<file path="src/common/decodePkg.sv">
// =========================================================================
// Shared types and constants for the register-operand decode stage.
// Only the first source and the destination register fields are described.
// Opcode encodings are local to this core and occupy instruction bits 6:0.
// Register numbers 72 and up are reserved and must raise an exception.
// =========================================================================

package decodePkg;

	// =========================================================================
	// Widths that carry a meaning
	// =========================================================================

	// Raw 32-bit instruction word as fetched
	typedef logic [31:0] instrWord;

	// Micro-op is {xRd, xRs1, instrWord}, the x fields widen 5-bit fields to 7
	typedef logic [35:0] microOp;

	// Architectural register number before mapping
	typedef logic [6:0] aregNo;

	// Mapped register number, one bit wider to hold the banked stack pointers
	typedef logic [7:0] mregNo;

	// Privilege level the core is running at
	typedef enum logic [1:0]
	{
		modeUser       = 2'd0,
		modeSupervisor = 2'd1,
		modeHypervisor = 2'd2,
		modeMachine    = 2'd3
	} operatingMode;

	// Primary opcode field
	typedef enum logic [6:0]
	{
		opAdd    = 7'h04,
		opSub    = 7'h05,
		opAnd    = 7'h08,
		opOr     = 7'h09,
		opXor    = 7'h0A,
		opMov    = 7'h10,
		opFlt    = 7'h20,
		opBranch = 7'h30,
		opLoad   = 7'h40,
		opStore  = 7'h48,
		opPush   = 7'h50,
		opPop    = 7'h51
	} opcode;

	// =========================================================================
	// Field positions
	// =========================================================================

	// Extension fields in the upper bits of the micro-op
	localparam int uopXRdHi  = 35;
	localparam int uopXRdLo  = 34;
	localparam int uopXRs1Hi = 33;
	localparam int uopXRs1Lo = 32;

	// Opcode sits at the bottom of every format
	localparam int opcodeHi = 6;
	localparam int opcodeLo = 0;

	// Destination and first source register fields
	localparam int rdHi  = 11;
	localparam int rdLo  = 7;
	localparam int rs1Hi = 16;
	localparam int rs1Lo = 12;

	// Branch register select overlaps the low Rs1 bits in branch formats
	localparam int brsHi = 14;
	localparam int brsLo = 12;

	// Move format: sub-operation, high source bits and target mode
	localparam int movSubopHi = 31;
	localparam int movSubopLo = 29;
	localparam int movRs1Hi   = 23;
	localparam int movRs1Lo   = 22;
	localparam int movModeHi  = 25;
	localparam int movModeLo  = 24;

	// =========================================================================
	// Register map limits
	// =========================================================================

	// Stack pointer, banked per operating mode
	localparam aregNo spReg = 7'd31;

	// Start of the float and branch/link register ranges
	localparam aregNo floatBase  = 7'd32;
	localparam aregNo branchBase = 7'd64;

	// Everything from here up is reserved
	localparam aregNo firstReserved = 7'd72;

	// Banked stack pointers live at bankBase plus the mode index
	localparam mregNo bankBase = 8'd96;

	// Move sub-operation that names its own operating mode
	localparam logic [2:0] subopMoveMode = 3'd1;

endpackage

</file>
<file path="src/decode/regMapper.sv">
// =========================================================================
// Architectural to mapped register number, purely combinational.
// Only the stack pointer is banked, all other legal numbers pass through.
// Reserved numbers give a mapped value of 0 with exc set.
// =========================================================================

`timescale 1ns/100ps

module regMapper
(
	input  decodePkg::aregNo        areg,
	input  decodePkg::operatingMode mode,
	output decodePkg::mregNo        mreg,
	output logic                    exc
);

	import decodePkg::*;

	// Banked slot for the stack pointer in the requested mode
	mregNo bankedSp;

	assign bankedSp = bankBase + {6'd0, mode};

	always_comb
	begin
		// Default is a plain pass-through, widened by one bit
		mreg = {1'b0, areg};
		exc  = 1'b0;

		if (areg >= firstReserved)
		begin
			// Reserved range, the value must not be used downstream
			mreg = '0;
			exc  = 1'b1;
		end
		else if (areg == spReg)
		begin
			mreg = bankedSp;
		end
	end

endmodule

</file>
<file path="src/decode/decodeRs1.sv">
// =========================================================================
// First source register decode.
// An immediate in the first operand slot forces the source to register 0.
// Move-to-mode maps its source in the mode carried by the instruction.
// =========================================================================

`timescale 1ns/100ps

module decodeRs1
(
	input  decodePkg::microOp       uop,
	input  decodePkg::operatingMode mode,
	input  logic                    hasImma,
	output decodePkg::mregNo        rs1,
	output logic                    rs1Zero,
	output logic                    exc
);

	import decodePkg::*;

	instrWord     ir;
	opcode        op;
	logic [2:0]   subop;
	logic [2:0]   brs;
	logic [4:0]   rs1Fld;
	logic [1:0]   xRs1;
	logic [1:0]   movHi;
	aregNo        srcReg;
	operatingMode effMode;

	// Field extraction
	assign ir     = uop[31:0];
	assign op     = opcode'(ir[opcodeHi:opcodeLo]);
	assign subop  = ir[movSubopHi:movSubopLo];
	assign brs    = ir[brsHi:brsLo];
	assign rs1Fld = ir[rs1Hi:rs1Lo];
	assign xRs1   = uop[uopXRs1Hi:uopXRs1Lo];
	assign movHi  = ir[movRs1Hi:movRs1Lo];

	// =========================================================================
	// Architectural source number
	// =========================================================================

	always_comb
	begin
		if (hasImma)
			srcReg = '0;
		else
			case (op)
			opAdd, opSub, opAnd, opOr, opXor, opLoad, opStore:
				srcReg = {xRs1, rs1Fld};
			opFlt:
				srcReg = floatBase + {2'b00, rs1Fld};
			opMov:
				// Lower sub-operations can reach the full 7-bit register space
				if (subop < 3'd4)
					srcReg = {movHi, rs1Fld};
				else
					srcReg = {2'b00, rs1Fld};
			opBranch:
				// BRs of zero means no branch register is read
				srcReg = (brs == 3'd0) ? '0 : branchBase + {4'b0000, brs};
			opPush, opPop:
				srcReg = '0;
			default:
				srcReg = '0;
			endcase
	end

	// Move-to-mode reads the source as seen from the target mode
	always_comb
	begin
		if (op == opMov && subop == subopMoveMode)
			effMode = operatingMode'(ir[movModeHi:movModeLo]);
		else
			effMode = mode;
	end

	// Zero flag reflects the architectural number, before banking
	assign rs1Zero = (srcReg == '0);

	regMapper mapper
	(
		.areg (srcReg),
		.mode (effMode),
		.mreg (rs1),
		.exc  (exc)
	);

endmodule

</file>
<file path="src/decode/decodeRd.sv">
// =========================================================================
// Destination register decode.
// The destination is always mapped in the current mode, move-to-mode only
// affects the source side.
// =========================================================================

`timescale 1ns/100ps

module decodeRd
(
	input  decodePkg::microOp       uop,
	input  decodePkg::operatingMode mode,
	output decodePkg::mregNo        rd,
	output logic                    exc
);

	import decodePkg::*;

	opcode      op;
	logic [4:0] rdFld;
	logic [1:0] xRd;
	aregNo      dstReg;

	assign op    = opcode'(uop[opcodeHi:opcodeLo]);
	assign rdFld = uop[rdHi:rdLo];
	assign xRd   = uop[uopXRdHi:uopXRdLo];

	// Stores, branches, push and pop write no register here
	always_comb
	begin
		case (op)
		opAdd, opSub, opAnd, opOr, opXor, opLoad, opMov:
			dstReg = {xRd, rdFld};
		opFlt:
			dstReg = floatBase + {2'b00, rdFld};
		default:
			dstReg = '0;
		endcase
	end

	regMapper mapper
	(
		.areg (dstReg),
		.mode (mode),
		.mreg (rd),
		.exc  (exc)
	);

endmodule

</file>
<file path="src/hdl/decodeStage.sv">
// =========================================================================
// Register-operand decode stage with one cycle of latency.
// A micro-op is accepted every cycle, there is no stall or back-pressure.
// Data outputs hold their last value while inValid is low.
// =========================================================================

`timescale 1ns/100ps

module decodeStage
(
	input  logic                    clk,
	input  logic                    rst,
	input  logic                    inValid,
	input  decodePkg::operatingMode mode,
	input  decodePkg::microOp       uop,
	input  logic                    hasImma,
	output logic                    outValid,
	output decodePkg::mregNo        rs1,
	output logic                    rs1Zero,
	output logic                    rs1Exc,
	output decodePkg::mregNo        rd,
	output logic                    rdExc
);

	import decodePkg::*;

	// Combinational decoder results
	mregNo rs1Next;
	logic  rs1ZeroNext;
	logic  rs1ExcNext;
	mregNo rdNext;
	logic  rdExcNext;

	// =========================================================================
	// Decoders
	// =========================================================================

	decodeRs1 uRs1
	(
		.uop     (uop),
		.mode    (mode),
		.hasImma (hasImma),
		.rs1     (rs1Next),
		.rs1Zero (rs1ZeroNext),
		.exc     (rs1ExcNext)
	);

	decodeRd uRd
	(
		.uop  (uop),
		.mode (mode),
		.rd   (rdNext),
		.exc  (rdExcNext)
	);

	// =========================================================================
	// Output register
	// =========================================================================

	always_ff @(posedge clk)
	begin
		if (rst)
		begin
			outValid <= 1'b0;
			rs1      <= '0;
			rs1Zero  <= 1'b0;
			rs1Exc   <= 1'b0;
			rd       <= '0;
			rdExc    <= 1'b0;
		end
		else
		begin
			// Valid is a plain strobe, it drops the cycle after an idle input
			outValid <= inValid;
			if (inValid)
			begin
				rs1     <= rs1Next;
				rs1Zero <= rs1ZeroNext;
				rs1Exc  <= rs1ExcNext;
				rd      <= rdNext;
				rdExc   <= rdExcNext;
			end
		end
	end

endmodule

</file>
<file path="config.mk">
export PLATFORM = sky130hd
export DESIGN_NAME = decodeStage
export DESIGN_NICKNAME = d
export VERILOG_FILES = /design/src/common/decodePkg.sv /design/src/decode/regMapper.sv /design/src/decode/decodeRs1.sv /design/src/decode/decodeRd.sv /design/src/hdl/decodeStage.sv
export SDC_FILE = /design/constraint.sdc
export NUM_CORES = 1
export LEC_CHECK = 0
export BUFFER_PORTS_ARGS = -buffer_cell sky130_fd_sc_hd__buf_2
export CAP_MARGIN = 20
export CORE_MARGIN = 3
export CORE_UTILIZATION = 43
export DETAILED_ROUTE_END_ITERATION = 12
export GPL_TIMING_DRIVEN = 0
export PLACE_DENSITY = 0.87
export SETUP_SLACK_MARGIN = 0.1
export SLEW_MARGIN = 20
export SYNTH_ARGS = -nofsm -noshare
export SYNTH_HDL_FRONTEND = slang
export SYNTH_HIERARCHICAL = 1
export SYNTH_SLANG_ARGS = --single-unit
</file>
<file path="constraint.sdc">
create_clock -name clk -period 2.7 [get_ports clk]
set_input_delay 0.54 -clock clk [delete_from_list [all_inputs] [get_ports clk]]
set_output_delay 0.54 -clock clk [all_outputs]
set_load 0.01 [all_outputs]
</file>
# --- Word level (Yosys, flattened, before mapping) ---
# Index checks and enable logic that the tools add are counted.
totals:
  inputBits: 42
  register_bits: 20
  elab_cells: 44
  out_inout_bits: 20
op_classes:
  n_lt_le_gt_ge: 3
  addsub: 5
  n_mux: 12
  n_eq_ne: 13
  reduce_logical: 5
op_table:
  columns: ["cell", "n"]
  rows:
  - ["$mux 8", 4]
  - ["$pmux 7 s4", 1]
  - ["$eq 7x4->1 const B", 3]
  - ["$eq 7x5->1 const B", 3]
  - ["$mux 7", 3]
  - ["$add 7x2->8 const A", 2]
  - ["$add 6x5->7 const A", 2]
  - ["$eq 7x3->1 const B", 2]
  - ["$eq 7x6->1 const B", 2]
  - ["$eq 7x7->1 const B", 2]
  - ["$ge 7x7->1 const B", 2]
  - ["$pmux 7 s2", 1]
  - ["$reduce_or 7->1", 2]
  - ["$add 7x3->7 const A", 1]
  - ["$logic_not 7->1", 1]
  - ["$eq 3x1->1 const B", 1]
  - ["$logic_not 3->1", 1]
  - ["$lt 3x3->1 const B", 1]
  - ["$mux 1", 2]
  - ["$mux 2", 1]
  - ["$logic_and 1x1->1", 1]

# --- Depth between registers and ports, before layout ---
# Gate-level depths: netlist (run 1).
depth:
  depth_word: 7
  ltp_mapped: 11
  mapped_depth_nobuf: 10

# --- Cells and area by module ---
# Netlist (run 1), hierarchy kept.
by_module_without_submodules:
  columns: ["module", "area_each_um2", "seq_area_each_um2", "cells_per_inst", "n_inst"]
  rows:
  - ["decodeStage", 698.2, 400.4, 63, 1]
  - ["regMapper", 180.2, 0.0, 23, 2]
  - ["decodeRs1", 287.8, 0.0, 39, 1]
  - ["decodeRd", 132.6, 0.0, 16, 1]

# --- Worst setup path after synthesis (run 1) ---
# No wires, ideal clock.
synth_timing:
  path_type: "input-to-reg"
  from: "input port uop[1]"
  to: "register rd[3]"
  required_ns: 2.572
  setup_time_ns: 0.128
  arrival_ns: 2.543
  path_buffers: 0
  path_slack_ns: 0.029
  path_stages: 8
  cell_sequence: "or4_4 or4b_4 o31ai_2 and2_1 nand4b_2 o311a_1 mux2i_1 nor2_1"
synth_between:
  elab_chain_len: 6
  word_cells_on_any_way: 14
  cone_classes: "order compare: 1; eq/ne: 9; mux: 3; reduce/logical: 1"
synth_lines:
  columns: ["item", "line_no", "source"]
  rows:
  - ["start, declared", "decodeStage.sv:15", "input decodePkg::microOp uop,"]
  - ["$eq 7x3->1, or another cell as far along", "decodeRd.sv:31", "case (op)"]
  - ["$reduce_or 7->1", "decodeRd.sv:31", null]
  - ["$pmux 7 s2 *", "decodeRd.sv:31", null]
  - ["via uRd.dstReg[4]", "decodeRd.sv:22", "aregNo dstReg;"]
  - ["parallel branches: the longest is 2 deep, another holds $ge 7x7->1", null, null]
  - ["$mux 8 *", "regMapper.sv:30", "if (areg >= firstReserved)"]
  - ["via rdNext[3]", "decodeStage.sv:31", "mregNo rdNext;"]
  - ["end signal, assigned", "decodeStage.sv:80", "rd <= rdNext;"]
  - ["end, declared", "decodeStage.sv:21", "output decodePkg::mregNo rd,"]
# Mark *: on every way through the listed nets, which the timed path passes.
# A chain may end at the register's enable or synchronous reset.

# --- Final worst setup path (run 1) ---
# Ends and elaborated chain as after synthesis.

==> results of run 1 <==
[placed cells by master, fill, tap and decap left out, drive strengths merged, types with 2 or more instances in the layout]
cell type   n
a21boi      3
a21oi       5
and2       10
buf        59
clkbuf      5
conb        2
dfxtp      20
inv         8
mux2        2
mux2i      20
nand2       9
nand3       2
nand4b      5
nand4bb     4
nor2       20
nor2b       4
nor3        2
nor3b       3
nor4b       2
o211a       2
o21ai       4
o2bb2ai     2
o311a       8
o31ai       4
o32ai       2
or3         2
xor2        2
[worst register-to-register path, cell delays in order (launching register included)]
cell     delay, ns
dfxtp_1       0.33
mux2i_1       0.14
nor2_1        0.06
[power groups by stage]
stage	sequential [uW]	clock [uW]	combinational, uW
2_1_floorplan	313	0	68.9
6_report	304	139	135
3_5_place_dp	310	0	124
3_3_place_gp	310	0	121
4_1_cts	304	146	124
5_1_grt	304	154	148
[path summary, 6_finish.rpt]
kind / to / from / slack [ns] / cells after the start
max: rd[3] / uop[1] / 0.14 / 9
min reg2reg: rd[1] / rd[1] / 0.49 / 2
min: rd[1] / rd[1] / 0.49 / 2
max reg2reg: rs1Exc / rs1Exc / 2.07 / 2
[layer usage]
| layer | vias to the layer above | global-route usage [%] | routed length (um) |
|---|---|---|---|
| met5 | - | 0 | 0 |
| met4 | 0 | 7.12 | 62 |
| met3 | 7 | 1.73 | 154 |
| met2 | 43 | 27.8 | 1690 |
| met1 | 673 | 22.6 | 1690 |
| li1 | 717 | - | - |
[metrics by stage]
stage	total power (uW)	hold slack, ns
4_1_cts	574	0.502
3_5_place_dp	434	0.476
5_1_grt	606	0.535
3_3_place_gp	431	0.470
2_1_floorplan	382	0.531
6_report	577	0.494
[flip-flops by register name, indices dropped and copies added (netlist names)]
signal / count
rdExc: 1
rs1Zero: 1
outValid: 1
rs1Exc: 1
rd: 8
rs1: 8
[cells by family after synthesis]
family / share of synthesized area [%]
and+or+nand+nor: 30.2
AOI/OAI and AO/OA: 19.5
muxes: 15.1
DFF: 27.1
buffers and inverters: 5.75
other: 0.508
xor gates and xnor gates: 1.18
adders and majority gates: 0.761
[area by class of cell]
class,count,area [sq um]
Inverter,8,30.0
Sequential cell,20,400
Buffer,8,55.1
Clock buffer,3,22.5
Timing Repair Buffer,53,289
Multi-Input combinational cell,128,1050
Fill cell,294,1270
Tap cell,44,55.1
[what timing repair did]
item | in CTS | in global routing
setup buffers | 0 | 2
setup endpoints to repair | 0 | 7
gates resized for setup | 0 | 17
endpoints found under the hold margin | 0 | 0
==> flow_summary.ini, run 1 <==
[clock_tree]
clock-sinks = 20
htree_levels = 1
clk_latency_ns = 0.29
cts.reportedPaths.clkPinSlew_ns = 0.10
cts.path.max_buffers = 2
tritoncts = built
numCtsBuffers = 3
cts_hold_buf = 0
cts_root_buffer = clkbuf_4

[drt]
vias = 1440
drc = 0
drtIter0Drc = 58
drt-wirelength-per-cell_um = 13.6
drtAntennaViolNets = 0
routed_wl_um = 3590
avgViaCountPerCell = 5.45
first_pass_iters = 4

[synthesis]
netlist_top_cells_count = dfxtp_1, mux2i_1, nor2_1
synth_largest_area_cell = dfxtp_1
synth_cells = 164
synth.distinct_cells = 46
postSynth.asyncResetShare_pct = 0
ys_warn_count = 6
netlist.area_leader.share_pct = 27.1
syn_avg_cell_area_sq_um = 9.02
yosys-top-cells-area = dfxtp_1, mux2i_1, o311a_1, nor2_1, and2_1
synth_edf_count = 0
syn_area_sq_um = 1480
syn_nets = 206
ys_seq_elements = 20
yosys_most_used_dff = dfxtp_1
ys_seq_area_share_pct = 27.1

[setup_path]
worstPathArrival_ns = 2.74
path_max_fanout = 5
start_kind = primary input
cp.required_ns = 2.88
critPathMaxStageDelay_ns = 0.53
path_delay_family = simple AND/OR/NAND/NOR gates
path_class = in -> reg
cp_num_buf_inv = 1
end_kind = register
crit_slowest_cell = or4_4
crit_chain = buf_8 > or4_4 > maj3_2 > o31ai_4 > and2_2 > nand4b_2 > o311a_1 > mux2i_1 > nor2_1

[floorplan]
die_w_um = 64.6
core.rowCount = 20
fp.dieH_um = 64.6
num_io_pins = 62
core_sq_um = 3180
die-area_sq_um = 4180
initial_core_util_pct = 46.5

[final_layout]
final_nets = 264
post-route-util_pct = 60.0
syn_to_final_growth_pct = 28.8
n_antenna_cell = 0
drive_gt1_share_pct = 40.5
stdcell_area_sq_um = 1910
stdcell_count = 264

[timing]
drv_slew = 0
skew_ns = 0
rsz0062_at_grt = true
final.period_utilization_pct = 94.8
max_freq_mhz = 391
min_period_ns = 2.56
hold_viol = 0
setup_viol = 0
setup_slack_ns = 0.139
tns_ns = 0

[global_routing]
grt_pass1_wl_um = 5750
first_global_vias = 1261
overflow = 0
grtUsageTotal_pct = 17.0
grt_start_max_net_pins = 11
antenna_found_initial = 0

[pwr]
pwr-share-seq_pct = 52.6
p_comb_share_pct = 23.3
clkPwrFrac_pct = 24.1
internal-power_uw = 419
p_per_area_nw_per_um2 = 303
p_leak_uw = 0.000916
switching_share_pct = 27.5
ir_drop_mv = 0.245
p_switching_uw = 159

[placement]
placed_area_sq_um = 1810
port-buffer-count = 51
placed_cells = 259
place_ws_ns = -0.200
dp_hpwl_um = 2770
gp_congestion = 0.799

[run]
maxCapViolCount = 0

[min_path]
hp-class = reg -> reg

[run_status]
status = finished, final reports clean
Power figures use the tool's default switching activity.
==> run 2: changes to the inputs <==
--- a/config.mk
+++ b/config.mk
@@ -7,11 +7,12 @@
 export LEC_CHECK = 0
 export BUFFER_PORTS_ARGS = -buffer_cell sky130_fd_sc_hd__buf_2
 export CAP_MARGIN = 20
-export CORE_MARGIN = 3
+export CORE_ASPECT_RATIO = 1.4
+export CORE_MARGIN = 1
 export CORE_UTILIZATION = 43
 export DETAILED_ROUTE_END_ITERATION = 12
 export GPL_TIMING_DRIVEN = 0
-export PLACE_DENSITY = 0.87
+export PLACE_DENSITY = 0.86
 export SETUP_SLACK_MARGIN = 0.1
 export SLEW_MARGIN = 20
 export SYNTH_ARGS = -nofsm -noshare
==> run 2 against run 1 <==
Against the previous run: total power is 27% higher; setup slack worse by 0.0069 ns; global-route usage increased by 3.2 points; final cell count is 1.1% lower; combinational power is essentially flat; register-to-register slack barely moved; highest routed layer unchanged; die area is 12% lower; flip-flop and latch count unchanged; count of clock-buffer cells in the layout unchanged; hold slack lost 0.0020 ns; clock power up 110%.
==> flow_summary.ini, run 2 (synthesized netlist as in run 1, its figures left out) <==
[run_status]
status = finished, final reports clean

[drt]
avgViaCountPerCell = 5.50
first_pass_iters = 4
routed_wl_um = 3610
vias = 1435
drtIter0Drc = 27
drt-wirelength-per-cell_um = 13.8
drc = 0
drtAntennaViolNets = 0

[global_routing]
antenna_found_initial = 0
grt_pass1_wl_um = 5780
overflow = 0
grtUsageTotal_pct = 20.2
grt_start_max_net_pins = 13
first_global_vias = 1391

[min_path]
min_to = rdExc
hold_path_depth = 2
hp-class = reg -> reg
min_from = rdExc

[timing]
setup_slack_ns = 0.132
drv_slew = 0
setup_viol = 0
skew_ns = 0
max_slew_margin_pct = 65.3
hold_viol = 0
rsz0062_at_grt = true
worst_slew_pin_slew_ns = 0.519
final.period_utilization_pct = 95.1
min_period_ns = 2.57
max_freq_mhz = 389

[floorplan]
fp.dieH_um = 71.4
die-area_sq_um = 3680
num_io_pins = 62
core_sq_um = 3180
die_w_um = 51.6
core.rowCount = 24
initial_core_util_pct = 46.5

[setup_path]
crit_slowest_cell = or4_4
path_max_fanout = 5
reg2reg_to = rs1[5]
worst_r2r_path_depth = 2
start_kind = primary input
worstPathArrival_ns = 2.70
end_kind = register
critPathMaxStageDelay_ns = 0.53
r2r_slack_ns = 2.07
crit_chain = buf_8 > or4_4 > or4b_4 > o31ai_4 > and2_2 > nand4b_2 > o311a_1 > mux2i_1 > nor2_1
cp.required_ns = 2.83
r2r-start = rs1[5]
path_class = in -> reg

[pwr]
p_per_area_nw_per_um2 = 378
p_leak_uw = 0.000922
ir_drop_mv = 0.303
power.total_uw = 733

[clock_tree]
cts_root_buffer = clkbuf_8
htree_levels = 1
cts_hold_buf = 0
tritoncts = built
cts.path.max_buffers = 2
cts.reportedPaths.clkPinSlew_ns = 0.07
clk_latency_ns = 0.25
clock-sinks = 20
numCtsBuffers = 3

[final_layout]
reg_top3 = rd (8), rs1 (8)
n_antenna_cell = 0
fill_cells = 309
final_nets = 265
final_cell_mix = buf_2, mux2i_1, nor2_1, dfxtp_1
drive_gt1_share_pct = 40.5
syn_to_final_growth_pct = 31.0
mostFrequentLayoutCell = buf_2

[run]
maxCapViolCount = 0

[placement]
port-buffer-count = 51
gp_congestion = 0.812
dp_hpwl_um = 2660
place_ws_ns = -0.202
run 2: worst max-delay path by stage:
stage / start / endpoint / cells after the start
floorplan: uop[1] / rd[3] / 8
global placement: uop[1] / rd[3] / 9
detailed placement: uop[1] / rd[3] / 9
CTS: uop[1] / rd[3] / 9
global route: uop[1] / rd[0] / 9
finish: uop[1] / rd[3] / 9
run 2: worst max-delay path, delay by kind of cell:
kind                   cells  cell delay (ns)
buffers and inverters      1             0.10
and+or+nand+nor            5             1.50
muxes                      1             0.14
AOI/OAI and AO/OA          2             0.41
run 2: per-layer routing:
| metal | vias to the layer above | wire length [um] | global-route usage, % |
|---|---|---|---|
| met2 | 37 | 1880 | 35.9 |
| met5 | - | 0 | 0 |
| met3 | 2 | 152 | 1.70 |
| met1 | 678 | 1550 | 24.0 |
| met4 | 0 | 23 | 8.71 |
| li1 | 718 | - | - |
run 2: power breakdown:
part | leakage [uW] | total [uW] | internal (uW) | switching [uW]
clock | 0.0000357 | 297 | 198 | 99.1
combinational | 0.000724 | 132 | 64.3 | 68.0
sequential | 0.000162 | 304 | 301 | 2.70
run 2: area by class of cell:
type | instances | area [sq um] | share of cell area, %
Timing Repair Buffer | 54 | 294 | 15.2
Multi-Input combinational cell | 128 | 1040 | 53.6
Clock buffer | 3 | 41.3 | 2.13
Buffer | 8 | 55.1 | 2.84
Inverter | 8 | 30.0 | 1.55
Clock inverter | 1 | 30.0 | 1.55
Sequential cell | 20 | 400 | 20.7
Tap cell | 39 | 48.8 | 2.52
run 2: through the flow:
stage | hold WS (ns) | instance area (sq um) | setup TNS (ns) | utilization (%) | std cells
after floorplan | 0.531 | 1500 | 0 | - | 164
after global placement | 0.467 | 1810 | -0.734 | 56.8 | 254
after detailed placement | 0.480 | 1810 | -0.899 | 56.8 | 254
after CTS | 0.499 | 1890 | 0 | 59.4 | 259
after global routing | 0.518 | 1940 | 0 | 60.8 | 261
final | 0.492 | 1940 | 0 | 60.8 | 261
run 2: repair_timing:
action                                  CTS  global route
pin swaps                                 1             2
resized for setup                         3             8
endpoints found under the setup margin    2             9
buffers inserted                          1             2
cloned                                    0             0
